--- src/cps_video_params.svh ---
/*
 * Raster geometry, widths and register map of the video block.
 * Sizes are fixed by the hardware format and are not meant to be changed.
 */
`ifndef CPS_VIDEO_PARAMS_SVH
`define CPS_VIDEO_PARAMS_SVH

// Horizontal geometry in pixels
`define CPS_H_TOTAL     448
`define CPS_H_ACTIVE    384
`define CPS_HS_START    400
`define CPS_HS_END      431

// Vertical geometry in lines
`define CPS_V_TOTAL     262
`define CPS_V_ACTIVE    224
`define CPS_VS_START    236
`define CPS_VS_END      239

// Widths
`define CPS_HW          9
`define CPS_VW          9
`define CPS_AW          12
`define CPS_DW          16
`define CPS_PAL_AW      11
`define CPS_RGBW        8

// Pixel enables from layer input to RGB
`define CPS_PIPE_DLY    3

// Register window offsets and transparent colour
`define CPS_REG_LAYER   0
`define CPS_REG_RASTER  1
`define CPS_TRANSP      15

`endif

--- src/cps_pkg.sv ---
/*
 * Shared types of the video block.
 * Struct members are listed MSB first.
 */
`include "cps_video_params.svh"

package cps_pkg;

    typedef logic [`CPS_HW-1:0]     hcount_t;
    typedef logic [`CPS_VW-1:0]     vcount_t;
    typedef logic [`CPS_AW-1:0]     cpu_addr_t;
    typedef logic [`CPS_DW-1:0]     cpu_data_t;
    typedef logic [15:0]            pal_word_t;
    typedef logic [`CPS_PAL_AW-1:0] pal_addr_t;
    typedef logic [15:0]            layer_ctrl_t;
    typedef logic [`CPS_RGBW-1:0]   rgb_t;

    // One rendered layer pixel
    typedef struct packed {
        logic [4:0] pal;
        logic [3:0] color;
    } layer_pxl_t;

    // Layer ids 0 to 3 in this order
    typedef struct packed {
        layer_pxl_t obj;
        layer_pxl_t scr1;
        layer_pxl_t scr2;
        layer_pxl_t scr3;
    } layers_t;

    typedef struct packed {
        hcount_t hdump;
        vcount_t vdump;
        logic    hs;
        logic    vs;
        logic    hb;
        logic    vb;
        logic    line_start;
        logic    frame_start;
    } video_timing_t;

    typedef struct packed {
        logic      we;
        pal_addr_t addr;
        pal_word_t data;
    } pal_wr_t;

endpackage

--- src/cps_colmix.sv ---
/*
 * Layer mixer, one pixel enable of latency.
 * The order fields are walked front to back; colour 15 is transparent.
 * All layers transparent or disabled gives the background index 0x7FF.
 */
`timescale 1ns/100ps
`include "cps_video_params.svh"

module cps_colmix (
    input  logic                 clk,
    input  logic                 rst,
    input  logic                 pxl_cen,
    input  cps_pkg::layers_t     layers,
    input  cps_pkg::layer_ctrl_t layer_ctrl,
    output cps_pkg::pal_addr_t   mix_addr
);

    import cps_pkg::*;

    layer_pxl_t by_id[4];
    logic [3:0] layer_en;
    pal_addr_t  sel_addr;

    // Index pixels by layer id
    assign by_id[0] = layers.obj;
    assign by_id[1] = layers.scr1;
    assign by_id[2] = layers.scr2;
    assign by_id[3] = layers.scr3;

    assign layer_en = layer_ctrl[11:8];

    always_comb begin
        logic       found;
        logic [1:0] id;
        found    = 1'b0;
        sel_addr = '1;
        for (int i = 0; i < 4; i++) begin
            id = layer_ctrl[2*i +: 2];
            if (!found && layer_en[id] &&
                by_id[id].color != 4'(`CPS_TRANSP)) begin
                found    = 1'b1;
                sel_addr = {id, by_id[id].pal, by_id[id].color};
            end
        end
    end

    always_ff @(posedge clk or posedge rst) begin
        if (rst) begin
            mix_addr <= '1;
        end else if (pxl_cen) begin
            mix_addr <= sel_addr;
        end
    end

endmodule

--- config.mk ---
export PLATFORM = sky130hd
export DESIGN_NAME = cps_colmix
export DESIGN_NICKNAME = d
export VERILOG_FILES = /design/src/cps_pkg.sv /design/src/cps_colmix.sv
export VERILOG_INCLUDE_DIRS = /design/src
export SDC_FILE = /design/constraint.sdc
export NUM_CORES = 1
export LEC_CHECK = 0
export ABC_CLOCK_PERIOD_IN_PS = 2700
export BUFFER_PORTS_ARGS = -buffer_cell sky130_fd_sc_hd__buf_2
export CAP_MARGIN = 20
export CORE_ASPECT_RATIO = 1.4
export CORE_MARGIN = 1.5
export CORE_UTILIZATION = 40
export CTS_CLUSTER_DIAMETER = 150
export DETAILED_ROUTE_END_ITERATION = 12
export HOLD_SLACK_MARGIN = 0.03
export MAX_ROUTING_LAYER = met4
export PLACE_DENSITY = 0.77
export REMOVE_ABC_BUFFERS = 1
export SLEW_MARGIN = 5
export SYNTH_ARGS = -nofsm -noshare
export SYNTH_HDL_FRONTEND = slang
export SYNTH_SLANG_ARGS = --single-unit
--- constraint.sdc ---
create_clock -name clk -period 2.7 [get_ports clk]
set_clock_uncertainty 0.15 [all_clocks]
set_input_delay 0.135 -clock clk [delete_from_list [all_inputs] [get_ports clk]]
set_output_delay 0.135 -clock clk [all_outputs]
set_load 0.005 [all_outputs]
==> metrics.txt <==
status=complete, no violations; critical path endpoint category=flip-flop; Filler cells=460; Die X=63.0 µm; fin crit period=2.23 ns; Max-slew headroom=approximately 69%; Placer Congestion=0.948; # IOs=66; worst-case clock buffer depth=2; drt via density=6.18; final cell count without fillers=302; proportion of layout cells with a drive suffix above 1=52.1%; # nets final=between 200 and 300; most common cell in the netlist=mux4_2; antenna violations before repair=0; peak supply drop=0.146 mV; number of flops mapped to enable cells by yosys=0; Pwr Density=370 mW/mm²; antenna fix cells=0; crit-path max cell delay=roughly 0.60 ns; via count=around 1900; max-slew violation count=0; placed cell areas=0.00234 mm²; Register Area=289 µm²; Arr. time, crit path=2.23 ns; worst hold path class=in -> reg; CP Data Required Time=2.70 ns; Yosys reg bits=11; synth warn=0; Avg WL per Cell=18.7 µm; DR DRC count=0; r2r startpoint=mix_addr[5]$_DFFE_PP1P_; Top reg by flops=mix_addr; multi-input logic area=0.00155 mm²; row count=30; Hold Fails Final Rpt=0; area share of the largest cell type after synthesis=35.8%; initial drt markers=73; core area=0.00484 mm²; Area Overhead vs Synth=19.0%; Critical-path top delay cell=or4_4; unrepaired setup endpoints after global routing=false; WL final=5650 µm; sequential area share after synthesis=14.3%; Post-synth top cells=32 x mux4_2, 15 x inv_1, 13 x nand2_1; period utilization=between 80% and 90%; max frequency=0.449 GHz; CP Launch Type=input pin; vias in the first global route=1882; Die Area=0.00548 mm²; Resize count post-CTS=0; R2R Setup Slk=1.76 ns; Synth cell types=31; RR Endpoint=mix_addr[5]$_DFFE_PP1P_; ys flop type=dfstp_2; crit path max fanout=12; TritonCTS clock tree=done; height of the chip=between 80 and 90 µm; global-route wire length before repair=9030 µm; Hold EP=mix_addr[8]$_DFFE_PP1P_; Post-synth ARST share=100%; I/O Buffers=61; Largest register FFs=11; worst slew pin tran=0.463 ns; Num CTS Buffers=3; TritonCTS Sinks=11; HP Start=pxl_cen; LEAKAGE=~1 nW; Global Route Usage Sum=22.1%; Syn Inst Count=183; Bufs and invs on worst path=3; placed cells=297; first-pass detailed-route iteration total=4; total of max-cap violations=0; Crit path max-delay family=simple AND/OR/NAND/NOR gates; final setup vio count=0; Reg clk slew, reported paths=roughly 0.05 ns; mapped cell area=0.00201 mm²; Largest regs=mix_addr x11; top cells by area, synth=mux4_2 36%, dfstp_2 14%, mux4_1 9.1%; mean post-synth cell area=11.0 µm²; total grt overflow=0; crit-path cells=buf_2 > mux4_2 > inv_1 > nor2_1 > buf_4 > or4_4 > o21ai_0 > o22ai_1; post-layout instance area=0.00240 mm²; CP Class=in -> reg; Worst Reg2Reg Path Length in Cells=2; clock root cell=clkbuf_8; initial core utilization=between 40% and 50%; Setup TNS Final=0 ns; Final ANT Viol Nets=0; hold path depth=3; area leader, netlist=mux4_2; H-tree depth=1; clock latency on the worst-skew pair=0.23 ns; largest net degree at the start of global routing=23; Final HPWL DP=4450 µm
[through the flow]
stage | utilization, % | setup WS (ns) | hold WS [ns] | power (mW)
finish | 49.5 | 0.472 | 0.145 | 0.888
global route | 49.5 | 0.374 | 0.159 | 0.951
CTS | 49.5 | 0.476 | 0.139 | 0.893
detailed placement | 48.4 | 0.228 | 0.263 | 0.730
global placement | 48.4 | 0.246 | 0.261 | 0.718
floorplan | - | 0.686 | 0.0493 | 0.536
[layout by cell type (no fill, tap or decap)]
| cell | n |
|---|---|
| or2_2 | 1 |
| and4_1 | 1 |
| mux2i_1 | 8 |
| mux4_1 | 7 |
| and3_1 | 2 |
| o21a_1 | 6 |
| inv_1 | 15 |
| nand2b_1 | 3 |
| o211a_1 | 1 |
| clkbuf_1 | 1 |
| o22ai_1 | 11 |
| dlygate4sd3_1 | 1 |
| buf_2 | 61 |
| nand2_1 | 13 |
| nand4_1 | 3 |
| o21ai_0 | 6 |
| clkbuf_8 | 3 |
| o21ai_1 | 10 |
| nand3_1 | 11 |
| buf_4 | 8 |
| and2_4 | 1 |
| or3_1 | 3 |
| o221ai_1 | 1 |
| o221a_2 | 5 |
| or4_4 | 1 |
| nor2_1 | 2 |
| a32oi_1 | 3 |
| nand4_2 | 1 |
| and2_1 | 1 |
| mux4_2 | 32 |
| dfstp_2 | 11 |
| a211oi_1 | 5 |
[where the power goes]
group	switching [mW]	leakage, nW	total, mW	internal (mW)
registers	0.0147	0.115	0.238	0.223
clock network	0.0556	0.0228	0.159	0.103
logic	0.241	0.863	0.492	0.251
total	0.311	1.00	0.888	0.577
[worst register-to-register path, delay by kind of cell, from the launching register on]
| family | cells | cell delay (ns) |
|---|---|---|
| compound gates | 1 | 0.15 |
| flops | 1 | 0.52 |
| buf+inv | 1 | 0.03 |
[worst max-delay path by stage]
stage                  startpoint                 endpoint  slack, ns  depth (start not counted)
floorplan           layer_ctrl[4]  mix_addr[8]$_DFFE_PP1P_       0.69                          6
global placement    layer_ctrl[4]  mix_addr[0]$_DFFE_PP1P_       0.25                          7
detailed placement  layer_ctrl[4]  mix_addr[8]$_DFFE_PP1P_       0.23                          8
CTS                 layer_ctrl[4]  mix_addr[8]$_DFFE_PP1P_       0.48                          8
global route        layer_ctrl[4]  mix_addr[8]$_DFFE_PP1P_       0.37                          8
finish              layer_ctrl[4]  mix_addr[8]$_DFFE_PP1P_       0.47                          8
[per-layer routing]
layer,track usage (%),part of all wire [%],vias up
met2,40.2,54,76
met5,-,0,-
li1,-,-,875
met1,24.4,38,903
met4,10.9,2.7,0
met3,1.42,5.2,11
[kinds of logic (layout without fill, tap and decap cells)]
| kind of cell | Yosys count | count (layout) | synth area share [%] |
|---|---|---|---|
| muxes | 47 | 47 | 48.9 |
| AOI/OAI and AO/OA | 48 | 48 | 16.5 |
| buffers and inverters | 34 | 89 | 8.63 |
| DFF | 11 | 11 | 14.3 |
| and+or+nand+nor | 43 | 43 | 11.6 |
[cell type report]
type / count / area share (%)
multi-input cells: 138 / 64.7
repair buffers: 70 / 15.7
flip-flops and latches: 11 / 12.1
well taps: 64 / 3.34
inverters: 15 / 2.35
clock buffers: 4 / 1.88
[what timing repair did]
| action | CTS | global route |
|---|---|---|
| setup buffers | 0 | 0 |
| endpoints found under the hold margin | 11 | 0 |
| hold buffers | 1 | 0 |
(Power assumes the default switching activity.)
