**src/cps_video_params.svh**
```systemverilog
/*
 * Raster geometry, widths and register map of the video block.
 * Sizes are fixed by the hardware format and are not meant to be changed.
 */
`ifndef CPS_VIDEO_PARAMS_SVH
`define CPS_VIDEO_PARAMS_SVH

// Horizontal geometry in pixels
`define CPS_H_TOTAL     448
`define CPS_H_ACTIVE    384
`define CPS_HS_START    400
`define CPS_HS_END      431

// Vertical geometry in lines
`define CPS_V_TOTAL     262
`define CPS_V_ACTIVE    224
`define CPS_VS_START    236
`define CPS_VS_END      239

// Widths
`define CPS_HW          9
`define CPS_VW          9
`define CPS_AW          12
`define CPS_DW          16
`define CPS_PAL_AW      11
`define CPS_RGBW        8

// Pixel enables from layer input to RGB
`define CPS_PIPE_DLY    3

// Register window offsets and transparent colour
`define CPS_REG_LAYER   0
`define CPS_REG_RASTER  1
`define CPS_TRANSP      15

`endif

```
**src/cps_pkg.sv**
```systemverilog
/*
 * Shared types of the video block.
 * Struct members are listed MSB first.
 */
`include "cps_video_params.svh"

package cps_pkg;

    typedef logic [`CPS_HW-1:0]     hcount_t;
    typedef logic [`CPS_VW-1:0]     vcount_t;
    typedef logic [`CPS_AW-1:0]     cpu_addr_t;
    typedef logic [`CPS_DW-1:0]     cpu_data_t;
    typedef logic [15:0]            pal_word_t;
    typedef logic [`CPS_PAL_AW-1:0] pal_addr_t;
    typedef logic [15:0]            layer_ctrl_t;
    typedef logic [`CPS_RGBW-1:0]   rgb_t;

    // One rendered layer pixel
    typedef struct packed {
        logic [4:0] pal;
        logic [3:0] color;
    } layer_pxl_t;

    // Layer ids 0 to 3 in this order
    typedef struct packed {
        layer_pxl_t obj;
        layer_pxl_t scr1;
        layer_pxl_t scr2;
        layer_pxl_t scr3;
    } layers_t;

    typedef struct packed {
        hcount_t hdump;
        vcount_t vdump;
        logic    hs;
        logic    vs;
        logic    hb;
        logic    vb;
        logic    line_start;
        logic    frame_start;
    } video_timing_t;

    typedef struct packed {
        logic      we;
        pal_addr_t addr;
        pal_word_t data;
    } pal_wr_t;

endpackage

```
**src/cps_timing.sv**
```systemverilog
/*
 * Raster counters with registered sync, blanking and start pulses.
 * Counters move only on pxl_cen; line_start and frame_start last one clk.
 */
`timescale 1ns/100ps
`include "cps_video_params.svh"

module cps_timing (
    input  logic                  clk,
    input  logic                  rst,
    input  logic                  pxl_cen,
    output cps_pkg::video_timing_t timing
);

    import cps_pkg::*;

    hcount_t h_nxt;
    vcount_t v_nxt;

    // Next raster position
    always_comb begin
        h_nxt = timing.hdump + 1'b1;
        v_nxt = timing.vdump;
        if (timing.hdump == hcount_t'(`CPS_H_TOTAL - 1)) begin
            h_nxt = '0;
            if (timing.vdump == vcount_t'(`CPS_V_TOTAL - 1)) begin
                v_nxt = '0;
            end else begin
                v_nxt = timing.vdump + 1'b1;
            end
        end
    end

    // Flags are computed from the next position so they stay aligned with the counters
    always_ff @(posedge clk or posedge rst) begin
        if (rst) begin
            timing <= '0;
        end else begin
            timing.line_start  <= 1'b0;
            timing.frame_start <= 1'b0;
            if (pxl_cen) begin
                timing.hdump <= h_nxt;
                timing.vdump <= v_nxt;
                timing.hb    <= h_nxt >= hcount_t'(`CPS_H_ACTIVE);
                timing.vb    <= v_nxt >= vcount_t'(`CPS_V_ACTIVE);
                timing.hs    <= h_nxt >= hcount_t'(`CPS_HS_START) &&
                                h_nxt <= hcount_t'(`CPS_HS_END);
                timing.vs    <= v_nxt >= vcount_t'(`CPS_VS_START) &&
                                v_nxt <= vcount_t'(`CPS_VS_END);
                timing.line_start  <= h_nxt == '0;
                timing.frame_start <= h_nxt == '0 && v_nxt == '0;
            end
        end
    end

endmodule

```
**config.mk**
```make
export PLATFORM = sky130hd
export DESIGN_NAME = cps_timing
export DESIGN_NICKNAME = d
export VERILOG_FILES = /design/src/cps_pkg.sv /design/src/cps_timing.sv
export VERILOG_INCLUDE_DIRS = /design/src
export SDC_FILE = /design/constraint.sdc
export NUM_CORES = 1
export LEC_CHECK = 0
export BUFFER_PORTS_ARGS = -buffer_cell sky130_fd_sc_hd__buf_2
export CAP_MARGIN = 20
export CORE_MARGIN = 5
export CORE_UTILIZATION = 30
export DETAILED_ROUTE_END_ITERATION = 7
export PLACE_DENSITY = 0.55
export SLEW_MARGIN = 0
export SYNTH_ARGS = -nofsm -noshare
export SYNTH_HDL_FRONTEND = slang
export SYNTH_SLANG_ARGS = --single-unit
export TNS_END_PERCENT = 100
```
**constraint.sdc**
```tcl
create_clock -name clk -period 4.6 [get_ports clk]
set_input_delay 0.46 -clock clk [delete_from_list [all_inputs] [get_ports clk]]
set_output_delay 0.46 -clock clk [all_outputs]
set_load 0.01 [all_outputs]
```
==> results.json, run 1 <==
{
  "setup_slack_ns": 2.18,
  "cp_data_arrival_time_ns": 2.60,
  "postRouteAntennaNets": 0,
  "drt_drc_violations_left": 0,
  "critPathLaunchType": "flip-flop",
  "antenna_found_initial": 0,
  "die_h_um": 85.7,
  "synthMuxAreaShare_pct": 2.55,
  "ios": 27,
  "leakagePower_nw": 0.785,
  "numCtsBuffers": 3,
  "worst_slew_pin_slew_ns": 0.563,
  "layout-drive-gt1-share_pct": 19.2,
  "cts_resized": 0,
  "worstSetupPathType": "reg2reg",
  "place_area_sq_mm": 0.00186,
  "outcome": "finished clean",
  "clkSinkCount": 24,
  "seq_area_frac_synth_pct": 34.9,
  "stdcell_area_sq_mm": 0.00193,
  "post-cts-setup-buffers": 0,
  "dpl.hpwl_mm": 3.29,
  "slew_violations": 0,
  "ys_warn_count": 0,
  "synth.distinct_cells": 55,
  "mostFrequentLayoutCells": "buf_2, dfrtp_1, nand2_1",
  "grt_pass1_vias": 1529,
  "dr.pass1.iters": 4,
  "synth_adder_area_share_pct": 2.18,
  "ir_drop_mv": 0.180,
  "max_freq_mhz": 414,
  "die_w_um": 85.7,
  "hold_path.class": "in2async",
  "diodes": 0,
  "synth_area_per_cell_sq_um": 8.43,
  "wl_per_cell_um": 15.3,
  "synth.top_cell.area_share_pct": 34.9,
  "tritoncts": "yes",
  "grt_overflow": 0,
  "grt_max_degree": 25,
  "vias_per_cell": 5.36,
  "clock-root-buffer": "clkbuf_8",
  "finalSetupViolations": 0,
  "mostFrequentLayoutCell": "buf_2",
  "ctsHtreeMaxLevel": 1,
  "period_minus_slack_ns": 2.42,
  "dp_slack_ns": 2.21,
  "path_clk_slew_ns": 0.09,
  "area_growth_pct": 12.2,
  "synth-compound-area-share_pct": 24.2,
  "synth_top_family_by_area": "simple AND/OR/NAND/NOR gates",
  "fin_cells": 291,
  "place_inst": 286,
  "hold_viol_final": 0,
  "reg2reg_setup_slack_ns": 2.18,
  "io_buffers": 26,
  "num-nets-final": 226,
  "end_kind": "flip-flop",
  "worstPathRequired_ns": 4.78,
  "cap_violations": 0,
  "wl_mm": 4.46,
  "largest_reg_flops": 24,
  "synth_area_leaders": "dfrtp_1, nand2_1, o21ai_0",
  "vias": 1561,
  "worstPathMaxFanout": 13,
  "rows": 27,
  "synthCells": 204,
  "first_iter_violations": 49,
  "syn_area_sq_mm": 0.00172,
  "top_regs": "timing: 24 flops",
  "core-area_sq_mm": 0.00554,
  "yosys.area.top_type": "dfrtp_1",
  "yosys.area_share.simple_pct": 26.1,
  "grt.total_usage_pct": 12.5,
  "grt_setup_unrepaired": "false",
  "grt_pass1_wl_mm": 7.46,
  "dieArea_sq_mm": 0.00734,
  "clock_tree.buffer_depth": 2,
  "synth_edf_count": 0,
  "syn-num-nets": 210,
  "final.setup_skew_ns": 0.00199,
  "place_congestion": 0.900,
  "synthXorXnorAreaFrac_pct": 3.57,
  "regMostFlops": "timing",
  "synth-seq-cells": 24,
  "setup-tns-final_ns": 0,
  "holdBufCountCts": 0,
  "synth_top_flop_cell": "dfrtp_1",
  "powerDensity_mw_per_mm2": 381,
  "finalCritPeriodShare_pct": 52.5,
  "slew_headroom_pct": 62.5,
  "async_reset_ff_share_pct": 100,
  "start_util_pct": 31.0,
  "final_util_pct": 34.8,
  "clk_latency_ns": 0.27
}
[path summary, 6_finish.rpt]
kind	start	endpoint	cells past startpoint
worst max-delay path	timing[16]	timing[4]	6
min in group clk	timing[3]	timing[3]	1
worst min register to register	timing[3]	timing[3]	1
worst max register to register	timing[16]	timing[4]	6
max in group asynchronous	rst	timing[12]	3
worst min-delay path	rst	timing[1]	2
[where the power goes]
part           internal (mW)  switching, mW
registers              0.243         0.0847
logic                  0.116          0.140
clock network         0.0766         0.0735
total                  0.436          0.298
[area by class of cell]
| type | instances | area [sq um] |
|---|---|---|
| Clock buffer | 4 | 55.1 |
| Fill cell | 600 | 3610 |
| Inverter | 8 | 30.0 |
| Multi-Input combinational cell | 156 | 1010 |
| Sequential cell | 24 | 601 |
| Tap cell | 72 | 90.1 |
| Timing Repair Buffer | 27 | 145 |
[critical path, cell delays in order, from the launching register on]
cell and delay (ns):
dfrtp_1 0.48, ha_1 0.41, and4b_1 0.30, nand2_1 0.25
o31ai_1 0.47, o2111ai_1 0.17, o32ai_1 0.23
[through the flow]
step	hold slack (ns)	total power [mW]
global route	0.251	0.793
CTS	0.445	0.743
finish	0.225	0.734
global placement	0.479	0.585
detailed placement	0.477	0.589
floorplan	0.475	0.528
[cells by family (layout without fill, tap and decap cells)]
logic type | Yosys count | in the layout
AOI/OAI and AO/OA | 58 | 58
xor gates and xnor gates | 7 | 7
adders and majority gates | 3 | 3
buffers and inverters | 24 | 39
DFF | 24 | 24
muxes | 4 | 4
and+or+nand+nor | 84 | 84
[layer usage]
metal / routed length, um / up-vias / GRT usage, %
met5: 0 / - / 0
met1: 2160 / 730 / 17.1
met4: 60 / 0 / 4.03
li1: - / 778 / -
met3: 203 / 8 / 2.59
met2: 2040 / 45 / 19.7
[synth_stat cells, drive strengths merged (5+ instances only)]
master,n
dfrtp,24
nand2,24
nand3,9
clkbuf,10
xnor2,7
nand4,5
inv,8
buf,6
nor3,5
o21ai,18
a21oi,8
o31ai,5
nor2,18
Note: power is estimated with default switching activity, not from simulation.
==> run 2: changes to the inputs <==
==> constraint.sdc (replaced) <==
create_clock -name clk -period 2.3 [get_ports clk]
set_input_delay 0.23 -clock clk [delete_from_list [all_inputs] [get_ports clk]]
set_output_delay 0.23 -clock clk [all_outputs]
set_load 0.01 [all_outputs]
==> run 2 against run 1 <==
Effect of this change:
- the flow now finishes with violations (hold timing)
- sequential share of layout area down 0.59 points
- clock-buffer cell count unchanged
- utilization up 0.68 points
- cell count up 2.1%
- hold slack worse by 0.23 ns
- clock power up 99%
- sequential power up 90%
- critical path type unchanged
==> results.json, run 2 (same netlist as run 1, synthesis figures left out) <==
{
  "first_iter_violations": 82,
  "setup_slack_ns": 0.170,
  "outcome": "complete, but fails checks",
  "path_clk_slew_ns": 0.09,
  "antenna_found_initial": 0,
  "vias": 1568,
  "finalCritPeriodShare_pct": 92.6,
  "period_minus_slack_ns": 2.13,
  "critPathLaunchType": "flip-flop",
  "cts_resized": 0,
  "rows": 27,
  "grt_max_degree": 25,
  "worstPathRequired_ns": 2.48,
  "io_buffers": 26,
  "grt_pass1_vias": 1483,
  "mostFrequentLayoutCells": "buf_2, dfrtp_1, nand2_1",
  "clock-root-buffer": "clkbuf_8",
  "place_congestion": 0.889,
  "vias_per_cell": 5.28,
  "clkSinkCount": 24,
  "mostFrequentLayoutCell": "buf_2",
  "dieArea_sq_mm": 0.00734,
  "holdBufCountCts": 0,
  "clkPwrFrac_pct": 19.9,
  "diodes": 0,
  "grt_overflow": 0,
  "dpl.hpwl_mm": 3.33,
  "post-cts-setup-buffers": 0,
  "clock_tree.buffer_depth": 2,
  "finalSetupViolations": 0,
  "slew_headroom_pct": 70.9,
  "start_util_pct": 31.0,
  "powerDensity_mw_per_mm2": 761,
  "drt_drc_violations_left": 0,
  "layout-drive-gt1-share_pct": 21.3,
  "stdcell_area_sq_mm": 0.00197,
  "failed_checks": "hold timing",
  "final.setup_skew_ns": 0.00556,
  "r2r_cells": 6,
  "tritoncts": "yes",
  "end_kind": "flip-flop",
  "fin_cells": 297,
  "grt.total_usage_pct": 12.7,
  "numCtsBuffers": 3,
  "num-nets-final": 232,
  "fin_hold_ws_ns": -0.00396,
  "grt_pass1_wl_mm": 7.53,
  "hold_viol_final": 11,
  "place_inst": 293,
  "ctsHtreeMaxLevel": 1,
  "worstPathMaxFanout": 3,
  "cap_violations": 0,
  "max_freq_mhz": 469,
  "postRouteAntennaNets": 0,
  "clk_latency_ns": 0.27,
  "top_regs": "timing: 24 flops",
  "wl_per_cell_um": 15.1,
  "dp_slack_ns": 0.172,
  "ir_drop_mv": 0.449,
  "worst_slew_pin_slew_ns": 0.432,
  "regMostFlops": "timing",
  "place_area_sq_mm": 0.00191,
  "die_h_um": 85.7,
  "ios": 27,
  "swShare_pct": 39.7,
  "area_growth_pct": 14.3,
  "wl_mm": 4.47,
  "setup-tns-final_ns": 0,
  "seqPwrFrac_pct": 41.5,
  "hold_path.class": "in2async",
  "dr.pass1.iters": 4,
  "worstSetupPathType": "reg2reg",
  "core-area_sq_mm": 0.00554,
  "largest_reg_flops": 24,
  "slew_violations": 0,
  "die_w_um": 85.7,
  "grt_setup_unrepaired": "false",
  "cp_data_arrival_time_ns": 2.31,
  "pwr-share-comb_pct": 38.5,
  "p_sw_uw": 595,
  "internal_power_uw": 901,
  "leakagePower_nw": 0.811
}
run 2: layout make-up:
| class | instances | area [sq um] |
|---|---|---|
| Multi-Input combinational cell | 156 | 1010 |
| Clock buffer | 4 | 55.1 |
| Tap cell | 72 | 90.1 |
| Fill cell | 581 | 3570 |
| Sequential cell | 24 | 601 |
| Timing Repair Buffer | 33 | 183 |
| Inverter | 8 | 30.0 |
run 2: stage by stage:
| stage | power, mW | hold WS [ns] | util [%] |
|---|---|---|---|
| finish | 1.50 | -0.00396 | 35.5 |
| CTS | 1.51 | 0.00384 | 35.5 |
| global placement | 1.21 | 0.303 | 34.5 |
| detailed placement | 1.21 | 0.305 | 34.5 |
| floorplan | 1.06 | 0.245 | - |
| global route | 1.62 | 0.0342 | 35.5 |
run 2: path summary, 6_finish.rpt:
check	start	to	slack [ns]
min in group clk	pxl_cen	timing[4]	0.34
setup reg to reg	timing[15]	timing[0]	0.17
setup / recovery	timing[15]	timing[0]	0.17
hold / removal	rst	timing[11]	-0.004
max in group asynchronous	rst	timing[16]	2.05
hold reg to reg	timing[3]	timing[3]	0.50
run 2: worst max-delay path, stage by stage, from the launching register on:
cell,delay (ns)
dfrtp_1,0.39
ha_1,0.31
and2b_1,0.23
o21ai_1,0.07
a2111o_1,0.45
a2111oi_4,0.36
nor4b_2,0.25
run 2: power by group through the flow:
stage,Clock [mW],Combinational (mW),Sequential (mW)
after global placement,0,0.582,0.627
after global routing,0.336,0.648,0.638
final,0.298,0.577,0.622
after detailed placement,0,0.581,0.630
after floorplan,0,0.461,0.595
after CTS,0.309,0.585,0.621
run 2: per-layer routing:
layer / GRT usage [%] / up-vias / wire length, um
li1: - / 789 / -
met1: 17.4 / 740 / 2160
met2: 20.7 / 35 / 2050
met3: 2.79 / 4 / 224
met4: 2.30 / 0 / 38
met5: 0 / - / 0
