--- src/cps_video_params.svh ---
/*
 * Raster geometry, widths and register map of the video block.
 * Sizes are fixed by the hardware format and are not meant to be changed.
 */
`ifndef CPS_VIDEO_PARAMS_SVH
`define CPS_VIDEO_PARAMS_SVH

// Horizontal geometry in pixels
`define CPS_H_TOTAL     448
`define CPS_H_ACTIVE    384
`define CPS_HS_START    400
`define CPS_HS_END      431

// Vertical geometry in lines
`define CPS_V_TOTAL     262
`define CPS_V_ACTIVE    224
`define CPS_VS_START    236
`define CPS_VS_END      239

// Widths
`define CPS_HW          9
`define CPS_VW          9
`define CPS_AW          12
`define CPS_DW          16
`define CPS_PAL_AW      11
`define CPS_RGBW        8

// Pixel enables from layer input to RGB
`define CPS_PIPE_DLY    3

// Register window offsets and transparent colour
`define CPS_REG_LAYER   0
`define CPS_REG_RASTER  1
`define CPS_TRANSP      15

`endif

--- src/cps_pkg.sv ---
/*
 * Shared types of the video block.
 * Struct members are listed MSB first.
 */
`include "cps_video_params.svh"

package cps_pkg;

    typedef logic [`CPS_HW-1:0]     hcount_t;
    typedef logic [`CPS_VW-1:0]     vcount_t;
    typedef logic [`CPS_AW-1:0]     cpu_addr_t;
    typedef logic [`CPS_DW-1:0]     cpu_data_t;
    typedef logic [15:0]            pal_word_t;
    typedef logic [`CPS_PAL_AW-1:0] pal_addr_t;
    typedef logic [15:0]            layer_ctrl_t;
    typedef logic [`CPS_RGBW-1:0]   rgb_t;

    // One rendered layer pixel
    typedef struct packed {
        logic [4:0] pal;
        logic [3:0] color;
    } layer_pxl_t;

    // Layer ids 0 to 3 in this order
    typedef struct packed {
        layer_pxl_t obj;
        layer_pxl_t scr1;
        layer_pxl_t scr2;
        layer_pxl_t scr3;
    } layers_t;

    typedef struct packed {
        hcount_t hdump;
        vcount_t vdump;
        logic    hs;
        logic    vs;
        logic    hb;
        logic    vb;
        logic    line_start;
        logic    frame_start;
    } video_timing_t;

    typedef struct packed {
        logic      we;
        pal_addr_t addr;
        pal_word_t data;
    } pal_wr_t;

endpackage

--- src/cps_mmr.sv ---
/*
 * The top address bit of the CPU port selects the register window, else the palette.
 * The palette is write-only and reads back as 0.
 * Palette writes leave as one-clk strobes one clk after the bus write.
 */
`timescale 1ns/100ps
`include "cps_video_params.svh"

module cps_mmr (
    input  logic                   clk,
    input  logic                   rst,
    input  logic                   cs,
    input  logic                   we,
    input  cps_pkg::cpu_addr_t     addr,
    input  cps_pkg::cpu_data_t     wdata,
    output cps_pkg::cpu_data_t     rdata,
    input  cps_pkg::video_timing_t timing,
    output cps_pkg::layer_ctrl_t   layer_ctrl,
    output cps_pkg::pal_wr_t       pal_wr,
    output logic                   raster
);

    import cps_pkg::*;

    logic             reg_sel;
    pal_addr_t        win_addr;
    vcount_t          raster_line;
    cpu_data_t        rd_mux;
    logic             pal_we;
    pal_addr_t        pal_waddr;
    pal_word_t        pal_wdata;

    assign reg_sel  = addr[`CPS_AW-1];
    assign win_addr = addr[`CPS_PAL_AW-1:0];

    // Register writes
    always_ff @(posedge clk or posedge rst) begin
        if (rst) begin
            layer_ctrl  <= '0;
            raster_line <= '1;
        end else if (cs && we && reg_sel) begin
            if (win_addr == pal_addr_t'(`CPS_REG_LAYER)) begin
                layer_ctrl <= wdata;
            end
            if (win_addr == pal_addr_t'(`CPS_REG_RASTER)) begin
                raster_line <= wdata[`CPS_VW-1:0];
            end
        end
    end

    always_comb begin
        rd_mux = '0;
        if (reg_sel) begin
            if (win_addr == pal_addr_t'(`CPS_REG_LAYER)) begin
                rd_mux = layer_ctrl;
            end else if (win_addr == pal_addr_t'(`CPS_REG_RASTER)) begin
                rd_mux = cpu_data_t'(raster_line);
            end
        end
    end

    // Read data holds until the next read
    always_ff @(posedge clk or posedge rst) begin
        if (rst) begin
            rdata <= '0;
        end else if (cs && !we) begin
            rdata <= rd_mux;
        end
    end

    always_ff @(posedge clk or posedge rst) begin
        if (rst) begin
            pal_we <= 1'b0;
        end else begin
            pal_we <= cs && we && !reg_sel;
        end
    end

    always_ff @(posedge clk) begin
        pal_waddr <= win_addr;
        pal_wdata <= wdata;
    end

    assign pal_wr = '{we: pal_we, addr: pal_waddr, data: pal_wdata};

    // The interrupt is as wide as line_start, a single clk
    assign raster = timing.line_start && timing.vdump == raster_line;

endmodule

--- config.mk ---
export PLATFORM = sky130hd
export DESIGN_NAME = cps_mmr
export DESIGN_NICKNAME = d
export VERILOG_FILES = /design/src/cps_pkg.sv /design/src/cps_mmr.sv
export VERILOG_INCLUDE_DIRS = /design/src
export SDC_FILE = /design/constraint.sdc
export NUM_CORES = 1
export LEC_CHECK = 0
export ABC_AREA = 1
export BUFFER_PORTS_ARGS = -buffer_cell sky130_fd_sc_hd__buf_4
export CORE_AREA = 5 5 70 97
export CTS_CLUSTER_DIAMETER = 150
export CTS_CLUSTER_SIZE = 40
export DETAILED_ROUTE_END_ITERATION = 7
export DIE_AREA = 0 0 75 102
export PLACE_DENSITY_LB_ADDON = 0.3
export SETUP_SLACK_MARGIN = 0.5
export SYNTH_ARGS = -nofsm -noshare
export SYNTH_HDL_FRONTEND = slang
export SYNTH_SLANG_ARGS = --single-unit
--- constraint.sdc ---
create_clock -name clk -period 1.6 [get_ports clk]
set_input_delay 0.32 -clock clk [delete_from_list [all_inputs] [get_ports clk]]
set_output_delay 0.32 -clock clk [all_outputs]
set_load 0.01 [all_outputs]
==> run metrics, run 1 <==
CTS Buffer Depth=2; Clock Latency Late Sink=roughly 0.35 ns; io pins=117; worst slew pin tran=0.445 ns; VDD IR-drop max=0.000750 V; area used by multi-input combinational logic=roughly 0.0010 sq mm; clock sinks=about 70; htree depth=3; Final Hold Vio Count=0; Critical path buffers and inverters=2; Syn Inst Count=between 200 and 300; register-to-register setup slack=between 0.5 and 0.6 ns; CP arrival=1.49 ns; Final setup viols=1; leak pwr=about 2.3 nW; post-synthesis net count=330; First-pass DRT Iterations=5; # fillers=between 300 and 400; most frequent cells in the layout=buf_4 (81), nand2_1 (76), buf_6 (68); HPWL after DPL=4.84 mm; Critical Path End Type=output pin; slew margin rel.=around 70%; final period utilization=113%; worst hold stages=1; Seq/Total Area, Yosys=approximately three fifths; Core Rows=33; CP delay by family, top=flip-flops; Die H=a little over 100 microns; reg2reg start=raster_line[4]; Final WS setup=-0.214 ns; Hold Worst Slack=roughly 0.071 ns; pin count of the biggest net entering global routing=25; Final Skew=0.00573 ns; Max Slew Vio Count=0; Antenna Nets Post-Route=0; largest fanout on the critical path=2; crit path kind=flop to output pin; die span in x=approximately 75 microns; core area=between 0.005 and 0.006 sq mm; CTS clk-pin slew, worst paths=0.07 ns; Routability Congestion=about 0.75; Routed WL=around 8.0 mm; Avg Vias per Cell=~5; Remaining DRCs=0; min-delay worst type=primary input to flop; CP Cell Sequence=inv_2 > nand2_2 > o21ai_1 > nor2_1 > nand3_1 > nor2_2 > buf_4; max_cap viols=0; Tmin final=around 1.8 ns; area grow syn2layout=80.3%; Mapped Area=0.00260 sq mm; share of cells above drive strength 1=60.9%; CTS tree=done; CP max stage delay=~0.54 ns; CTS Buf Count=9; Synth Area per Inst=9.48 sq um; PD cells=823 mW/mm^2; n_diodes=0; initial DRC count=between 150 and 200; Worst Reg-to-Reg Cells=5; RSZ-0062 raised after global routing=yes; post-synth top area share=around a third; distinct cell type count after synthesis=28; Yosys warning total=0; Slowest cell on crit path=dfstp_2; leading area contributor after synthesis=dfrtp_1; CP Depth=7; vias in the first global route=~2400; via count=around 2500; GRT overflow=0; GRT Util Overall=roughly a fifth; Highest Clock Rate=~0.55 GHz; PortBufs=102; CP Launch Point=raster_line[2]; antenna violations before repair=0; most common cell after layout, fill and taps aside=buf_4; critical path required time=between 1 and 1.5 ns; DR WL/cell=15.7 microns; failing checks=setup timing; Seq cells post-synth=a little under 70; Starting Density=44.6%; status=finished, violations left; Die Area=~0.0077 sq mm; first-pass GRT wire length=between 10 and 15 mm; crit path capture=raster; Nets=493; reg-to-reg endpoint=rdata[4]; CTS root buf=clkbuf_8; largest cells by area after synthesis=dfrtp_1 (32%), dfxtp_1 (21%), nand2_1 (12%); sequential cell area=about 0.0016 sq mm; sum of negative setup slack=-0.214 ns; post-place setup slack=between 0.009 and 0.01 ns; kind of start point of the critical path=flop
[cell families (layout without fill, tap and decap cells)]
kind of cell	count (synthesis)	count (layout)	share of synthesized area [%]
XOR/XNOR	3	3	1.01
AO/OA/AOI/OAI	30	30	6.45
AND/OR/NAND/NOR	131	135	23.0
flip-flops	69	69	61.7
buffers and inverters	41	205	7.80
[what timing repair did]
item	4_1_cts	5_1_grt
setup endpoints to repair	82	96
setup buffers	34	16
gates cloned	3	2
hold buffers	1	0
hold endpoints to repair	7	0
resized for setup	92	32
pin swaps	12	23
[metal layers]
layer  GRT usage (%)  share of wire, %  vias to the layer above
met3            4.92               6.9                       11
met5               0                 0                        -
met4            9.86               2.0                        0
met1            22.8                34                     1236
li1                -                 -                     1200
met2            35.4                57                       94
[synth_stat cells]
master     n
nor2_1     7
nor3_1     1
and2_4     1
or2_1      1
xnor2_1    2
dfstp_2    9
nor2_8     1
inv_1     28
nand3_2    2
buf_4      2
nand2_1   85
o22ai_1    2
nor2_4     2
o21ai_2    4
inv_2      2
a21oi_1    1
clkbuf_1   1
nand2_2    2
o21ai_1   21
o21ai_0    2
buf_6      5
buf_2      3
nand3_1   27
xor2_1     1
dfxtp_1   27
dfrtp_1   33
nor3_4     1
nor2_2     1
[registers in the layout (all words and copies together) (netlist names)]
signal	count
layer_ctrl	16
pal_wdata	16
rdata	16
pal_waddr	11
raster_line	9
pal_we	1
[where the power goes]
part | leakage, nW | internal, mW | switching, mW | total [mW]
combinational | 1.42 | 0.190 | 0.162 | 0.352
clock | 0.123 | 1.03 | 0.677 | 1.71
sequential | 0.781 | 1.78 | 0.0174 | 1.80
total | 2.32 | 3.00 | 0.856 | 3.85
[worst min path at each step]
| stage | slack, ns | from | to |
|---|---|---|---|
| 5_1_grt | 0.06 | wdata[13] | pal_wdata[13] |
| 4_1_cts | 0.07 | wdata[13] | pal_wdata[13] |
| 3_3_place_gp | 0.35 | rst | layer_ctrl[0] |
| 6_report | 0.07 | addr[0] | pal_waddr[0] |
| 3_5_place_dp | 0.37 | rst | layer_ctrl[1] |
| 2_1_floorplan | 0.31 | rst | layer_ctrl[0] |
[cell type report]
class	instances	area share [%]
tap	70	1.87
timing repair buffer	159	33.3
inverter	30	2.75
sequential	69	34.9
clock buffer	9	2.64
multi-input combinational	168	22.0
clock inverter	7	2.43
[through the flow]
step | total power, mW | util, % | area (sq um) | cells
finish | 3.85 | 80.5 | 4680 | 512
global route | 3.98 | 80.5 | 4680 | 512
CTS | 3.85 | 76.0 | 4430 | 494
detailed placement | 2.11 | 61.1 | 3550 | 440
global placement | 2.10 | 61.1 | 3550 | 440
floorplan | 1.93 | - | 2760 | 274
(Power assumes the default switching activity.)
==> run 2: changes to the inputs <==
--- a/config.mk
+++ b/config.mk
@@ -13,6 +13,7 @@
 export CTS_CLUSTER_SIZE = 40
 export DETAILED_ROUTE_END_ITERATION = 7
 export DIE_AREA = 0 0 75 102
+export GPL_TIMING_DRIVEN = 0
 export PLACE_DENSITY_LB_ADDON = 0.3
 export SETUP_SLACK_MARGIN = 0.5
 export SYNTH_ARGS = -nofsm -noshare
==> run 2 against run 1 <==
The flow still finishes with violations (setup timing). Cell count is 0.39% lower. Combinational power is 6.8% lower. Clock skew is 0.00051 ns higher. Flip-flop and latch count stayed put. Critical path depth stayed put. Global-route usage is 0.40 points higher. Register-to-register slack worse by 0.04 ns.
==> run metrics, run 2 (synthesized netlist as in run 1, its figures left out) <==
status=finished, violations left; failing checks=setup timing; GRT overflow=0 (unchanged); Nets=491 (-0.41%); most frequent cells in the layout=buf_4 (84), nand2_1 (73), buf_6 (72); slew margin rel.=40.1% (-30 points); htree depth=3 (unchanged); n_diodes=0 (unchanged); crit path kind=flop to output pin; io pins=117 (unchanged); Max Slew Vio Count=0 (unchanged); clock sinks=69 (unchanged); sum of negative setup slack=-0.181 ns (+0.0331 ns); sequential cell area=0.00164 sq mm (unchanged); Final setup viols=1 (unchanged); DR WL/cell=15.5 microns (-0.96%); fin util=78.5% (-2.0 points); share of cells above drive strength 1=61.4% (+0.50 points); Antenna Nets Post-Route=0 (unchanged); max_cap viols=0 (unchanged); top routing layer in use=met4; CP arrival=1.46 ns (-0.03 ns); # fillers=382 (unchanged); Final Hold Vio Count=0 (unchanged); hold buffer count at CTS=0 (-1); Tmin final=1.78 ns (-0.0331 ns); PD cells=774 mW/mm^2 (-5.9%); Final WS setup=-0.181 ns (+0.0331 ns); largest fanout on the critical path=2 (unchanged); met1 wire length=2.75 mm (-0.40%); min-delay worst type=primary input to flop; Core Rows=33 (unchanged); Overall Power=3.54 mW (-8.2%); largest registers=layer_ctrl (16), pal_wdata (16), rdata (16); placed cell area=0.00361 sq mm (+1.6%); CTS Buf Count=9 (unchanged); die span in x=75 microns (unchanged); Final Skew=0.00624 ns (+0.000515 ns); Die H=102 microns (unchanged); antenna violations before repair=0 (unchanged); critical path required time=1.28 ns (about the same); vias in the first global route=2456 (+0.99%); design area=0.00457 sq mm (-2.5%); Highest Clock Rate=0.561 GHz (+1.9%); most common cell after layout, fill and taps aside=buf_4; CTS tree=done; Starting Density=44.6% (unchanged); First-pass DRT Iterations=4 (-1); RSZ-0062 raised after global routing=yes; VDD IR-drop max=0.000643 V (-14%); DR WL met2=4.42 mm (-2.7%); area grow syn2layout=75.9%; kind of start point of the critical path=flop; CTS root buf=clkbuf_8; leak pwr=2.28 nW (-1.9%); HPWL after DPL=4.90 mm (+1.2%); PortBufs=102 (unchanged); Routability Congestion=0.819 (+9.7%); routed wl met3=533 microns (-3.4%); area used by multi-input combinational logic=998 sq um (-3.3%); Routed WL=7.92 mm (-1.3%); Critical Path End Type=output pin; final period utilization=111% (-2.1 points); worst slew pin tran=0.896 ns (+0.451 ns); first-pass GRT wire length=11.9 mm (+2.7%); core area=0.00582 sq mm (unchanged); GRT Util Overall=20.8% (+0.40 points); Clock Latency Late Sink=0.35 ns (about the same); CTS clk-pin slew, worst paths=0.07 ns (about the same); initial DRC count=142 (-14%); pin count of the biggest net entering global routing=43 (+72%); CTS Buffer Depth=2 (unchanged); Die Area=0.00765 sq mm (unchanged); via count=2485 (-2.2%); Avg Vias per Cell=4.87 (-1.8%); Remaining DRCs=0 (unchanged)
## run 2: changes by cell type in the layout (fill, tap and decap cells not counted), moves of 4 or more
cell,previous run,this run
buf_12,6,2
buf_6,68,72
o21ai_1,18,22
o21ai_2,8,4
## run 2: critical path, cell delays in order (launching register included)
cell and delay, ns:
dfstp_2 0.55, inv_2 0.04, nand2_1 0.08, o21ai_1 0.07, nor2_1 0.08, nand3_1 0.09, nor2_2 0.08, buf_4 0.12
## run 2: final cells by class
cell class              instances  share of cell area, %
inverters                      30                   2.82
flip-flops and latches         69                   35.8
multi-input cells             164                   21.9
clock buffers                  12                   3.18
plain buffers                  11                   2.66
repair buffers                150                   30.7
clock inverters                 4                   1.04
well taps                      70                   1.92
## run 2: where the power goes
| part | switching [mW] | total, mW | internal (mW) |
|---|---|---|---|
| sequential | 0.0176 | 1.80 | 1.78 |
| clock | 0.653 | 1.41 | 0.758 |
| combinational | 0.153 | 0.328 | 0.174 |
## run 2: path summary, 6_finish.rpt
check / startpoint / end / slack [ns] / cells past startpoint
worst min-delay path: addr[6] / pal_waddr[6] / 0.08 / 1
min in group asynchronous: rst / rdata[3] / 0.15 / 2
worst min register to register: raster_line[0] / raster_line[0] / 0.50 / 2
worst max register to register: raster_line[6] / rdata[6] / 0.55 / 6
worst max-delay path: raster_line[2] / raster / -0.18 / 7
max in group asynchronous: rst / layer_ctrl[6] / 0.96 / 2
## run 2: per-stage QoR
stage | std cells | setup WS, ns | hold WS [ns]
after floorplan | 274 | 0.316 | 0.308
after global placement | 446 | 0.129 | 0.434
after detailed placement | 446 | 0.117 | 0.435
after CTS | 495 | -0.188 | 0.0675
after global routing | 510 | -0.257 | 0.0571
final | 510 | -0.181 | 0.0751
## run 2: what timing repair did
item | CTS | global route
setup endpoints to repair | 73 | 100
cloned | 0 | 1
resized for setup | 90 | 33
setup buffers | 33 | 14
pin swaps | 9 | 21
## run 2: per-layer routing
layer  vias up  GRT usage [%]
met5         -              0
met4         0           10.0
met3        18           5.51
met2        92           35.5
met1      1193           23.5
li1       1182              -
